<file path="src/common/lc4_isa_pkg.sv">
package lc4_isa_pkg;

    localparam int WORD_W   = 16;
    localparam int NUM_REGS = 8;

    typedef logic [WORD_W-1:0]           word_t;     // data, address or instruction
    typedef logic [$clog2(NUM_REGS)-1:0] reg_idx_t;
    typedef logic [2:0]                  nzp_t;      // {n, z, p}

    typedef enum logic [3:0] {
        OP_BR    = 4'b0000,
        OP_ARITH = 4'b0001,
        OP_LOGIC = 4'b0101,
        OP_LDR   = 4'b0110,
        OP_STR   = 4'b0111,
        OP_CONST = 4'b1001
    } opcode_t;

    // sub-opcodes live in insn[5:3]
    localparam logic [2:0] ARITH_ADD = 3'b000;
    localparam logic [2:0] ARITH_MUL = 3'b001;
    localparam logic [2:0] ARITH_SUB = 3'b010;
    localparam logic [2:0] LOGIC_AND = 3'b000;
    localparam logic [2:0] LOGIC_OR  = 3'b010;
    localparam logic [2:0] LOGIC_XOR = 3'b011;

    // field positions
    localparam int OP_HI   = 15;
    localparam int OP_LO   = 12;
    localparam int RD_HI   = 11;   // also the BR mask and the STR value register
    localparam int RD_LO   = 9;
    localparam int RS_HI   = 8;
    localparam int RS_LO   = 6;
    localparam int SUB_HI  = 5;
    localparam int SUB_LO  = 3;
    localparam int RT_HI   = 2;
    localparam int RT_LO   = 0;
    localparam int IMM_SEL = 5;    // ADD with imm5 when set

    // condition bits of a value written back
    function automatic nzp_t nzp_of(input word_t value);
        if (value[WORD_W-1])
            return 3'b100;
        else if (value == '0)
            return 3'b010;
        return 3'b001;
    endfunction

endpackage

</file>
<file path="src/common/lc4_pipe_pkg.sv">
package lc4_pipe_pkg;

    // decoded control, built in D and carried with the instruction
    typedef struct packed {
        lc4_isa_pkg::reg_idx_t rs_sel;
        lc4_isa_pkg::reg_idx_t rt_sel;
        lc4_isa_pkg::reg_idx_t rd_sel;
        logic                  rs_re;
        logic                  rt_re;
        logic                  rf_we;
        logic                  nzp_we;
        logic                  is_load;
        logic                  is_store;
        logic                  is_branch;   // only set for a non-empty mask
    } ctrl_t;

    // retire stall code, flush doubles as the empty slot after reset
    typedef enum logic [1:0] {
        STALL_NONE  = 2'd0,
        STALL_FLUSH = 2'd2,
        STALL_LOAD  = 2'd3
    } stall_t;

    typedef struct packed {
        lc4_isa_pkg::word_t pc;
        lc4_isa_pkg::word_t insn;
        ctrl_t              ctrl;
        stall_t             stall;
    } stage_t;

    typedef struct packed {
        stall_t                stall;
        lc4_isa_pkg::word_t    pc;
        lc4_isa_pkg::word_t    insn;
        logic                  rf_we;
        lc4_isa_pkg::reg_idx_t rf_wsel;
        lc4_isa_pkg::word_t    rf_data;
        logic                  nzp_we;
        lc4_isa_pkg::nzp_t     nzp;
        logic                  dmem_we;
        lc4_isa_pkg::word_t    dmem_addr;
        lc4_isa_pkg::word_t    dmem_data;   // load data or store data
    } retire_t;

    typedef enum logic [1:0] {
        FWD_REG = 2'd0,
        FWD_M   = 2'd1,
        FWD_W   = 2'd2
    } fwd_sel_t;

endpackage

</file>
<file path="src/hw/lc4_decoder.sv">
`timescale 1ns/100ps

module lc4_decoder (
    input  lc4_isa_pkg::word_t  i_insn,
    output lc4_pipe_pkg::ctrl_t o_ctrl
);

    lc4_isa_pkg::opcode_t  opcode;
    logic [2:0]            sub_op;
    lc4_isa_pkg::reg_idx_t f_d;    // rd, BR mask or STR value register
    lc4_isa_pkg::reg_idx_t f_s;
    lc4_isa_pkg::reg_idx_t f_t;
    logic                  arith_ok;
    logic                  logic_ok;

    assign opcode = lc4_isa_pkg::opcode_t'(i_insn[lc4_isa_pkg::OP_HI:lc4_isa_pkg::OP_LO]);
    assign sub_op = i_insn[lc4_isa_pkg::SUB_HI:lc4_isa_pkg::SUB_LO];
    assign f_d    = i_insn[lc4_isa_pkg::RD_HI:lc4_isa_pkg::RD_LO];
    assign f_s    = i_insn[lc4_isa_pkg::RS_HI:lc4_isa_pkg::RS_LO];
    assign f_t    = i_insn[lc4_isa_pkg::RT_HI:lc4_isa_pkg::RT_LO];

    // DIV, MOD, NOT and AND-imm fall through as no-ops
    assign arith_ok = i_insn[lc4_isa_pkg::IMM_SEL] ||
                      sub_op inside {lc4_isa_pkg::ARITH_ADD, lc4_isa_pkg::ARITH_MUL,
                                     lc4_isa_pkg::ARITH_SUB};
    assign logic_ok = sub_op inside {lc4_isa_pkg::LOGIC_AND, lc4_isa_pkg::LOGIC_OR,
                                     lc4_isa_pkg::LOGIC_XOR};

    always_comb begin
        o_ctrl = '0;
        case (opcode)
            lc4_isa_pkg::OP_BR: begin
                o_ctrl.is_branch = (f_d != '0);    // empty mask is a nop
            end
            lc4_isa_pkg::OP_ARITH, lc4_isa_pkg::OP_LOGIC: begin
                if (opcode == lc4_isa_pkg::OP_ARITH ? arith_ok : logic_ok) begin
                    o_ctrl.rs_sel = f_s;
                    o_ctrl.rs_re  = 1'b1;
                    o_ctrl.rt_sel = f_t;
                    o_ctrl.rt_re  = !(opcode == lc4_isa_pkg::OP_ARITH &&
                                      i_insn[lc4_isa_pkg::IMM_SEL]);
                    o_ctrl.rd_sel = f_d;
                    o_ctrl.rf_we  = 1'b1;
                    o_ctrl.nzp_we = 1'b1;
                end
            end
            lc4_isa_pkg::OP_LDR: begin
                o_ctrl.rs_sel  = f_s;
                o_ctrl.rs_re   = 1'b1;
                o_ctrl.rd_sel  = f_d;
                o_ctrl.rf_we   = 1'b1;
                o_ctrl.nzp_we  = 1'b1;
                o_ctrl.is_load = 1'b1;
            end
            lc4_isa_pkg::OP_STR: begin
                o_ctrl.rs_sel   = f_s;     // base
                o_ctrl.rs_re    = 1'b1;
                o_ctrl.rt_sel   = f_d;     // value to store
                o_ctrl.rt_re    = 1'b1;
                o_ctrl.is_store = 1'b1;
            end
            lc4_isa_pkg::OP_CONST: begin
                o_ctrl.rd_sel = f_d;
                o_ctrl.rf_we  = 1'b1;
                o_ctrl.nzp_we = 1'b1;
            end
            default: o_ctrl = '0;
        endcase
    end

endmodule

</file>
<file path="src/hw/lc4_alu.sv">
`timescale 1ns/100ps

module lc4_alu (
    input  lc4_isa_pkg::word_t i_insn,
    input  lc4_isa_pkg::word_t i_pc,
    input  lc4_isa_pkg::word_t i_rs,
    input  lc4_isa_pkg::word_t i_rt,
    output lc4_isa_pkg::word_t o_result
);

    lc4_isa_pkg::opcode_t opcode;
    logic [2:0]           sub_op;
    lc4_isa_pkg::word_t   imm5;
    lc4_isa_pkg::word_t   imm6;
    lc4_isa_pkg::word_t   imm9;

    assign opcode = lc4_isa_pkg::opcode_t'(i_insn[lc4_isa_pkg::OP_HI:lc4_isa_pkg::OP_LO]);
    assign sub_op = i_insn[lc4_isa_pkg::SUB_HI:lc4_isa_pkg::SUB_LO];
    assign imm5   = {{11{i_insn[4]}}, i_insn[4:0]};
    assign imm6   = {{10{i_insn[5]}}, i_insn[5:0]};
    assign imm9   = {{7{i_insn[8]}}, i_insn[8:0]};

    always_comb begin
        case (opcode)
            lc4_isa_pkg::OP_BR:    o_result = i_pc + 16'd1 + imm9;    // taken target
            lc4_isa_pkg::OP_ARITH: begin
                if (i_insn[lc4_isa_pkg::IMM_SEL])
                    o_result = i_rs + imm5;
                else if (sub_op == lc4_isa_pkg::ARITH_MUL)
                    o_result = i_rs * i_rt;
                else if (sub_op == lc4_isa_pkg::ARITH_SUB)
                    o_result = i_rs - i_rt;
                else
                    o_result = i_rs + i_rt;
            end
            lc4_isa_pkg::OP_LOGIC: begin
                case (sub_op)
                    lc4_isa_pkg::LOGIC_OR:  o_result = i_rs | i_rt;
                    lc4_isa_pkg::LOGIC_XOR: o_result = i_rs ^ i_rt;
                    default:                o_result = i_rs & i_rt;
                endcase
            end
            lc4_isa_pkg::OP_LDR, lc4_isa_pkg::OP_STR: o_result = i_rs + imm6;   // address
            lc4_isa_pkg::OP_CONST: o_result = imm9;
            default:               o_result = '0;
        endcase
    end

endmodule

</file>
<file path="src/hw/lc4_regfile.sv">
`timescale 1ns/100ps

module lc4_regfile (
    input  logic                  gwe,
    input  logic                  i_rst,
    input  lc4_isa_pkg::reg_idx_t i_rs_sel,
    input  lc4_isa_pkg::reg_idx_t i_rt_sel,
    output lc4_isa_pkg::word_t    o_rs_data,
    output lc4_isa_pkg::word_t    o_rt_data,
    input  lc4_isa_pkg::reg_idx_t i_wsel,
    input  logic                  i_we,
    input  lc4_isa_pkg::word_t    i_wdata
);

    lc4_isa_pkg::word_t regs [lc4_isa_pkg::NUM_REGS];

    always_ff @(posedge gwe) begin
        if (i_rst) begin
            for (int i = 0; i < lc4_isa_pkg::NUM_REGS; i++)
                regs[i] <= '0;
        end else if (i_we) begin
            regs[i_wsel] <= i_wdata;
        end
    end

    // same-cycle write shows through to D
    assign o_rs_data = (i_we && i_wsel == i_rs_sel) ? i_wdata : regs[i_rs_sel];
    assign o_rt_data = (i_we && i_wsel == i_rt_sel) ? i_wdata : regs[i_rt_sel];

    // a W-stage write must carry defined data from the bypass and writeback muxes
    a_wdata_known: assert property (@(posedge gwe) disable iff (i_rst)
        i_we |-> !$isunknown(i_wdata));

endmodule

</file>
<file path="src/lc4_core/lc4_hazard_unit.sv">
`timescale 1ns/100ps

module lc4_hazard_unit (
    input  lc4_pipe_pkg::ctrl_t    i_d_ctrl,
    input  lc4_pipe_pkg::ctrl_t    i_x_ctrl,
    input  lc4_pipe_pkg::ctrl_t    i_m_ctrl,
    input  lc4_pipe_pkg::ctrl_t    i_w_ctrl,
    output lc4_pipe_pkg::fwd_sel_t o_rs_fwd,
    output lc4_pipe_pkg::fwd_sel_t o_rt_fwd,
    output logic                   o_wm_fwd,
    output logic                   o_load_stall
);

    logic m_in_o;    // M result sits in O, a load has nothing there yet

    // M beats W, the younger producer wins
    function automatic lc4_pipe_pkg::fwd_sel_t pick_src(input logic re,
                                                        input lc4_isa_pkg::reg_idx_t sel);
        if (re && m_in_o && i_m_ctrl.rd_sel == sel)
            return lc4_pipe_pkg::FWD_M;
        else if (re && i_w_ctrl.rf_we && i_w_ctrl.rd_sel == sel)
            return lc4_pipe_pkg::FWD_W;
        return lc4_pipe_pkg::FWD_REG;
    endfunction

    assign m_in_o = i_m_ctrl.rf_we && !i_m_ctrl.is_load;

    always_comb begin
        o_rs_fwd = pick_src(i_x_ctrl.rs_re, i_x_ctrl.rs_sel);
        o_rt_fwd = pick_src(i_x_ctrl.rt_re, i_x_ctrl.rt_sel);
    end

    // store data in M picked up from the W writeback
    assign o_wm_fwd = i_m_ctrl.is_store && i_w_ctrl.rf_we &&
                      i_w_ctrl.rd_sel == i_m_ctrl.rt_sel;

    // store data can wait for WM, a branch needs the load's NZP
    assign o_load_stall = i_x_ctrl.is_load &&
                          ((i_d_ctrl.rs_re && i_d_ctrl.rs_sel == i_x_ctrl.rd_sel) ||
                           (i_d_ctrl.rt_re && i_d_ctrl.rt_sel == i_x_ctrl.rd_sel &&
                            !i_d_ctrl.is_store) ||
                           i_d_ctrl.is_branch);

endmodule

</file>
<file path="src/lc4_core/lc4_core.sv">
`timescale 1ns/100ps

module lc4_core #(
    parameter lc4_isa_pkg::word_t RESET_PC = 16'h8200
) (
    input  logic                  gwe,
    input  logic                  i_rst,
    output lc4_isa_pkg::word_t    o_imem_addr,
    input  lc4_isa_pkg::word_t    i_imem_data,
    output lc4_isa_pkg::word_t    o_dmem_addr,
    output logic                  o_dmem_we,
    output lc4_isa_pkg::word_t    o_dmem_wdata,
    input  lc4_isa_pkg::word_t    i_dmem_rdata,
    output lc4_pipe_pkg::retire_t o_retire
);

    localparam lc4_pipe_pkg::stage_t EMPTY_STAGE = '{pc: '0, insn: '0, ctrl: '0,
                                                     stall: lc4_pipe_pkg::STALL_FLUSH};
    localparam lc4_pipe_pkg::stage_t LOAD_STAGE  = '{pc: '0, insn: '0, ctrl: '0,
                                                     stall: lc4_pipe_pkg::STALL_LOAD};

    lc4_isa_pkg::word_t     pc_q;
    lc4_pipe_pkg::stage_t   d_q, d_rec, x_q, m_q, w_q;
    lc4_pipe_pkg::ctrl_t    dec_ctrl;
    lc4_isa_pkg::word_t     rf_rs, rf_rt;
    lc4_isa_pkg::word_t     a_q, b_q;       // X operands
    lc4_isa_pkg::word_t     o_q, bm_q;      // M result and store data
    lc4_isa_pkg::word_t     wo_q, wd_q;     // W result and memory data
    lc4_isa_pkg::word_t     rs_val, rt_val, alu_out, st_data, w_data;
    lc4_isa_pkg::nzp_t      nzp_q;
    lc4_pipe_pkg::fwd_sel_t rs_fwd, rt_fwd;
    logic                   wm_fwd, load_stall, br_taken, m_mem, w_mem;

    function automatic lc4_isa_pkg::word_t fwd_mux(input lc4_pipe_pkg::fwd_sel_t sel,
                                                   input lc4_isa_pkg::word_t reg_val);
        case (sel)
            lc4_pipe_pkg::FWD_M: return o_q;      // MX
            lc4_pipe_pkg::FWD_W: return w_data;   // WX
            default:             return reg_val;
        endcase
    endfunction

    assign o_imem_addr = pc_q;

    lc4_decoder u_decoder (.i_insn(d_q.insn), .o_ctrl(dec_ctrl));

    always_comb begin
        d_rec      = d_q;
        d_rec.ctrl = dec_ctrl;
    end

    lc4_regfile u_regfile (
        .gwe       (gwe),
        .i_rst     (i_rst),
        .i_rs_sel  (d_rec.ctrl.rs_sel),
        .i_rt_sel  (d_rec.ctrl.rt_sel),
        .o_rs_data (rf_rs),
        .o_rt_data (rf_rt),
        .i_wsel    (w_q.ctrl.rd_sel),
        .i_we      (w_q.ctrl.rf_we),
        .i_wdata   (w_data)
    );

    lc4_hazard_unit u_hazard (
        .i_d_ctrl     (d_rec.ctrl),
        .i_x_ctrl     (x_q.ctrl),
        .i_m_ctrl     (m_q.ctrl),
        .i_w_ctrl     (w_q.ctrl),
        .o_rs_fwd     (rs_fwd),
        .o_rt_fwd     (rt_fwd),
        .o_wm_fwd     (wm_fwd),
        .o_load_stall (load_stall)
    );

    always_comb begin
        rs_val = fwd_mux(rs_fwd, a_q);
        rt_val = fwd_mux(rt_fwd, b_q);
    end

    lc4_alu u_alu (.i_insn(x_q.insn), .i_pc(x_q.pc), .i_rs(rs_val), .i_rt(rt_val),
                   .o_result(alu_out));

    // BR mask shares the rd field
    assign br_taken = x_q.ctrl.is_branch &&
                      ((nzp_q & x_q.insn[lc4_isa_pkg::RD_HI:lc4_isa_pkg::RD_LO]) != '0);

    assign m_mem        = m_q.ctrl.is_load || m_q.ctrl.is_store;
    assign st_data      = wm_fwd ? w_data : bm_q;     // WM bypass
    assign o_dmem_addr  = m_mem ? o_q : '0;
    assign o_dmem_we    = m_q.ctrl.is_store;
    assign o_dmem_wdata = st_data;

    assign w_mem  = w_q.ctrl.is_load || w_q.ctrl.is_store;
    assign w_data = w_q.ctrl.is_load ? wd_q : wo_q;

    always_ff @(posedge gwe) begin
        if (i_rst) begin
            pc_q  <= RESET_PC;
            d_q   <= EMPTY_STAGE;
            x_q   <= EMPTY_STAGE;
            m_q   <= EMPTY_STAGE;
            w_q   <= EMPTY_STAGE;
            nzp_q <= '0;
        end else begin
            m_q <= x_q;
            w_q <= m_q;
            if (br_taken) begin               // flush wins over a load stall
                pc_q <= alu_out;
                d_q  <= EMPTY_STAGE;
                x_q  <= EMPTY_STAGE;
            end else if (load_stall) begin    // pc and D hold
                x_q <= LOAD_STAGE;
            end else begin
                pc_q <= pc_q + 16'd1;
                d_q  <= '{pc: pc_q, insn: i_imem_data, ctrl: '0,
                          stall: lc4_pipe_pkg::STALL_NONE};
                x_q  <= d_rec;
            end
            // younger X writer beats the load sitting in M
            if (x_q.ctrl.nzp_we && !x_q.ctrl.is_load)
                nzp_q <= lc4_isa_pkg::nzp_of(alu_out);
            else if (m_q.ctrl.is_load)
                nzp_q <= lc4_isa_pkg::nzp_of(i_dmem_rdata);
        end
    end

    always_ff @(posedge gwe) begin
        a_q  <= rf_rs;
        b_q  <= rf_rt;
        o_q  <= alu_out;
        bm_q <= rt_val;
        wo_q <= o_q;
        wd_q <= m_q.ctrl.is_store ? st_data : i_dmem_rdata;
    end

    always_ff @(posedge gwe) begin
        if (i_rst) begin
            o_retire <= '{stall: lc4_pipe_pkg::STALL_FLUSH, default: '0};
        end else begin
            o_retire.stall     <= w_q.stall;
            o_retire.pc        <= w_q.pc;
            o_retire.insn      <= w_q.insn;
            o_retire.rf_we     <= w_q.ctrl.rf_we;
            o_retire.rf_wsel   <= w_q.ctrl.rd_sel;
            o_retire.rf_data   <= w_data;
            o_retire.nzp_we    <= w_q.ctrl.nzp_we;
            o_retire.nzp       <= w_q.ctrl.nzp_we ? lc4_isa_pkg::nzp_of(w_data) : '0;
            o_retire.dmem_we   <= w_q.ctrl.is_store;
            o_retire.dmem_addr <= w_mem ? wo_q : '0;
            o_retire.dmem_data <= w_mem ? wd_q : '0;
        end
    end

    // only a live store may reach the data memory
    a_store_live: assert property (@(posedge gwe) disable iff (i_rst)
        o_dmem_we |-> m_q.stall == lc4_pipe_pkg::STALL_NONE);

endmodule

</file>
<file path="config.mk">
export PLATFORM = sky130hd
export DESIGN_NAME = lc4_core
export DESIGN_NICKNAME = d
export VERILOG_FILES = /design/src/common/lc4_isa_pkg.sv /design/src/common/lc4_pipe_pkg.sv /design/src/hw/lc4_decoder.sv /design/src/hw/lc4_alu.sv /design/src/hw/lc4_regfile.sv /design/src/lc4_core/lc4_hazard_unit.sv /design/src/lc4_core/lc4_core.sv
export SDC_FILE = /design/constraint.sdc
export NUM_CORES = 1
export LEC_CHECK = 0
export BUFFER_PORTS_ARGS = -buffer_cell sky130_fd_sc_hd__buf_2
export CAP_MARGIN = 0
export CORE_UTILIZATION = 62
export DETAILED_ROUTE_END_ITERATION = 10
export GPL_TIMING_DRIVEN = 0
export PLACE_DENSITY_LB_ADDON = 0.05
export SLEW_MARGIN = 20
export SYNTH_ARGS = -nofsm -noshare
export SYNTH_HDL_FRONTEND = slang
export SYNTH_HIERARCHICAL = 1
export SYNTH_SLANG_ARGS = --single-unit
export TNS_END_PERCENT = 1
</file>
<file path="constraint.sdc">
create_clock -name gwe -period 12 [get_ports gwe]
set_clock_uncertainty 0.2 [all_clocks]
set_input_delay 3 -clock gwe [delete_from_list [all_inputs] [get_ports gwe]]
set_output_delay 3 -clock gwe [all_outputs]
set_load 0.01 [all_outputs]
</file>
==> flow_metrics.py <==
metrics = {
    "layout": {
        "areaGrowthSynthToFinish_pct": 12.6,
        "fin_area_um2": 31000,
        "num-nets-final": 3117,
        "layout-drive-gt1-share_pct": 15.1,
    },
    "worst_hold_path": {
        "hold-path-endpoint": "m_q[1]",
        "holdCritStartpoint": "x_q[1]",
        "hold_path_depth": 1,
        "hp-class": "flip-flop to flip-flop",
    },
    "run_status": {
        "outcome": "complete, no violations",
    },
    "routing": {
        "first_pass_iters": 6,
        "viasPerCell": 6.06,
        "wl_per_cell_um": 23.7,
        "vias": 21100,
        "drc_errors": 0,
        "drt_iter0_drc": 2258,
        "wl_um": 82600,
        "ant_nets": 0,
    },
    "power": {
        "ir_drop_mv": 0.156,
        "power_density_nw_per_um2": 148,
        "power_leakage_uw": 0.0134,
    },
    "timing": {
        "fin_crit_ns": 10.85,
        "worst_slack_ns": 1.15,
        "clock.fmax_ghz": 0.0921,
        "maxSlewViolCount": 0,
        "holdWs_ns": 0.216,
        "hold_viol": 0,
        "post-route-period-util_pct": 90.5,
        "finalSetupViolations": 0,
        "tns_ns": 0,
        "max-slew-margin-rel_pct": 13.9,
        "worstMarginPinSlew_ns": 1.28,
        "rsz0062_at_grt": "false",
    },
    "synthesis": {
        "syn-num-nets": 2883,
        "syn_area_per_cell_um2": 10.5,
        "ys_warn_count": 6,
        "syn_area_um2": 27600,
        "synthCells": 2624,
    },
    "setup_path": {
        "crit_path_start_kind": "flip-flop",
        "required_ns": 12.26,
        "cp.arrival_ns": 11.12,
        "cp_slowest_cell": "nor4_1",
        "cpMostUsedCell": "fa_1",
        "timing.reg2reg.setup_slack_ns": 1.15,
        "r2r_cells": 35,
        "r2r-start": "m_q[4]",
        "crit_path_end_kind": "flip-flop",
        "slowest_delay_ns": 0.97,
        "reg2reg_to": "nzp_q[0]",
        "critPathKind": "flip-flop to flip-flop",
        "crit_fanout": 10,
    },
    "cts": {
        "cts_root_buf": "clkbuf_16",
        "hold_buffers": 0,
        "numCtsBuffers": 49,
        "insertion_delay_ns": 0.61,
        "cts_tree": "built",
        "clockBufferDepth": 3,
        "cts_setup_buffers": 0,
        "clock-sinks": 502,
        "cts-resized-gates": 0,
        "clk_pin_slew_ns": 0.06,
        "cts_max_level": 2,
    },
    "placement": {
        "gp_congestion": 0.993,
        "io_buffer_count": 173,
        "pre_cts_ws_ns": 1.59,
        "dp_hpwl_um": 62800,
        "placed_cell_area_um2": 29300,
    },
    "die": {
        "start_util_pct": 63.4,
        "core_um2": 43500,
        "pin_count": 174,
        "die_h_um": 213,
        "rows": 76,
        "dieArea_um2": 45300,
        "die_w_um": 213,
    },
    "global_routing": {
        "grt_pass1_vias": 20200,
        "track_usage_pct": 36.5,
        "antenna_found_initial": 3,
        "grt_pass1_wl_um": 122000,
        "grt_max_degree": 19,
        "grt_overflow": 0,
    },
    "run": {
        "cap_violations": 0,
    },
}
[flip-flops by register name, summed over array words and instances, names as in the netlist]
register and flops:
a_q 16, b_q 16, bm_q 16, d_q 33, m_q 43, nzp_q 3, o_dmem_we 1, o_imem_addr 16
o_q 16, o_retire 91, u_regfile/regs 128, w_q 41, wd_q 16, wo_q 16, x_q 50
[where the power goes]
part	total (uW)	switching (uW)	internal [uW]
clock	1630	672	959
sequential	1860	59.3	1800
combinational	1090	679	415
total	4580	1410	3170
[how the worst max path moves through the flow]
stage,start,end,slack (ns),cells after the start
6_report,m_q[4],nzp_q[0],1.15,35
3_3_place_gp,w_q[11],nzp_q[0],0.47,31
3_5_place_dp,m_q[4],nzp_q[0],1.59,35
4_1_cts,m_q[4],nzp_q[0],1.55,35
2_1_floorplan,w_q[11],nzp_q[0],3.48,33
5_1_grt,m_q[4],nzp_q[0],1.02,35
[per-layer routing]
metal  wire [um]  global-route usage [%]  share of wire, %  vias up
met3        7730                    6.10               9.4      194
li1            -                       -                 -     9562
met2       37300                    57.3                45     1083
met1       34600                    51.0                42    10300
met5          62                       0             0.075        -
met4        2940                    13.2               3.6        4
[cell usage in the layout, fill, tap and decap left out, types with 83 or more instances in the layout]
cell,count
a21oi_1,97
fa_1,83
ha_1,142
nor2b_1,152
nand2_1,155
inv_1,176
nor2_1,191
buf_2,189
dfxtp_1,374
and2_1,213
xnor2_1,89
edfxtp_1,128
clkbuf_1,87
[cell type report]
cell class	count	area [um^2]
clock buffers	66	1440
plain buffers	131	636
well taps	585	732
inverters	183	687
clock inverters	24	300
diodes	1	2.50
repair buffers	183	953
multi-input cells	1808	14900
fillers	3225	12400
flip-flops and latches	502	11300
[metrics by stage]
step	total power (uW)	cells	utilization (%)
final	4580	3483	71.4
after global routing	4750	3482	71.4
after CTS	4570	3482	71.4
after global placement	2910	3382	67.1
after floorplan	2590	2624	-
after detailed placement	2950	3392	67.4
[critical path: cells and delay by family (launching register included)]
kind	cells	cell delay, ns
compound gates	8	2.14
fa+ha+maj	8	3.06
flops	1	0.46
buf+inv	9	1.66
xor+xnor	1	0.36
simple gates	9	2.81
Note: power is estimated with default switching activity, not from simulation.
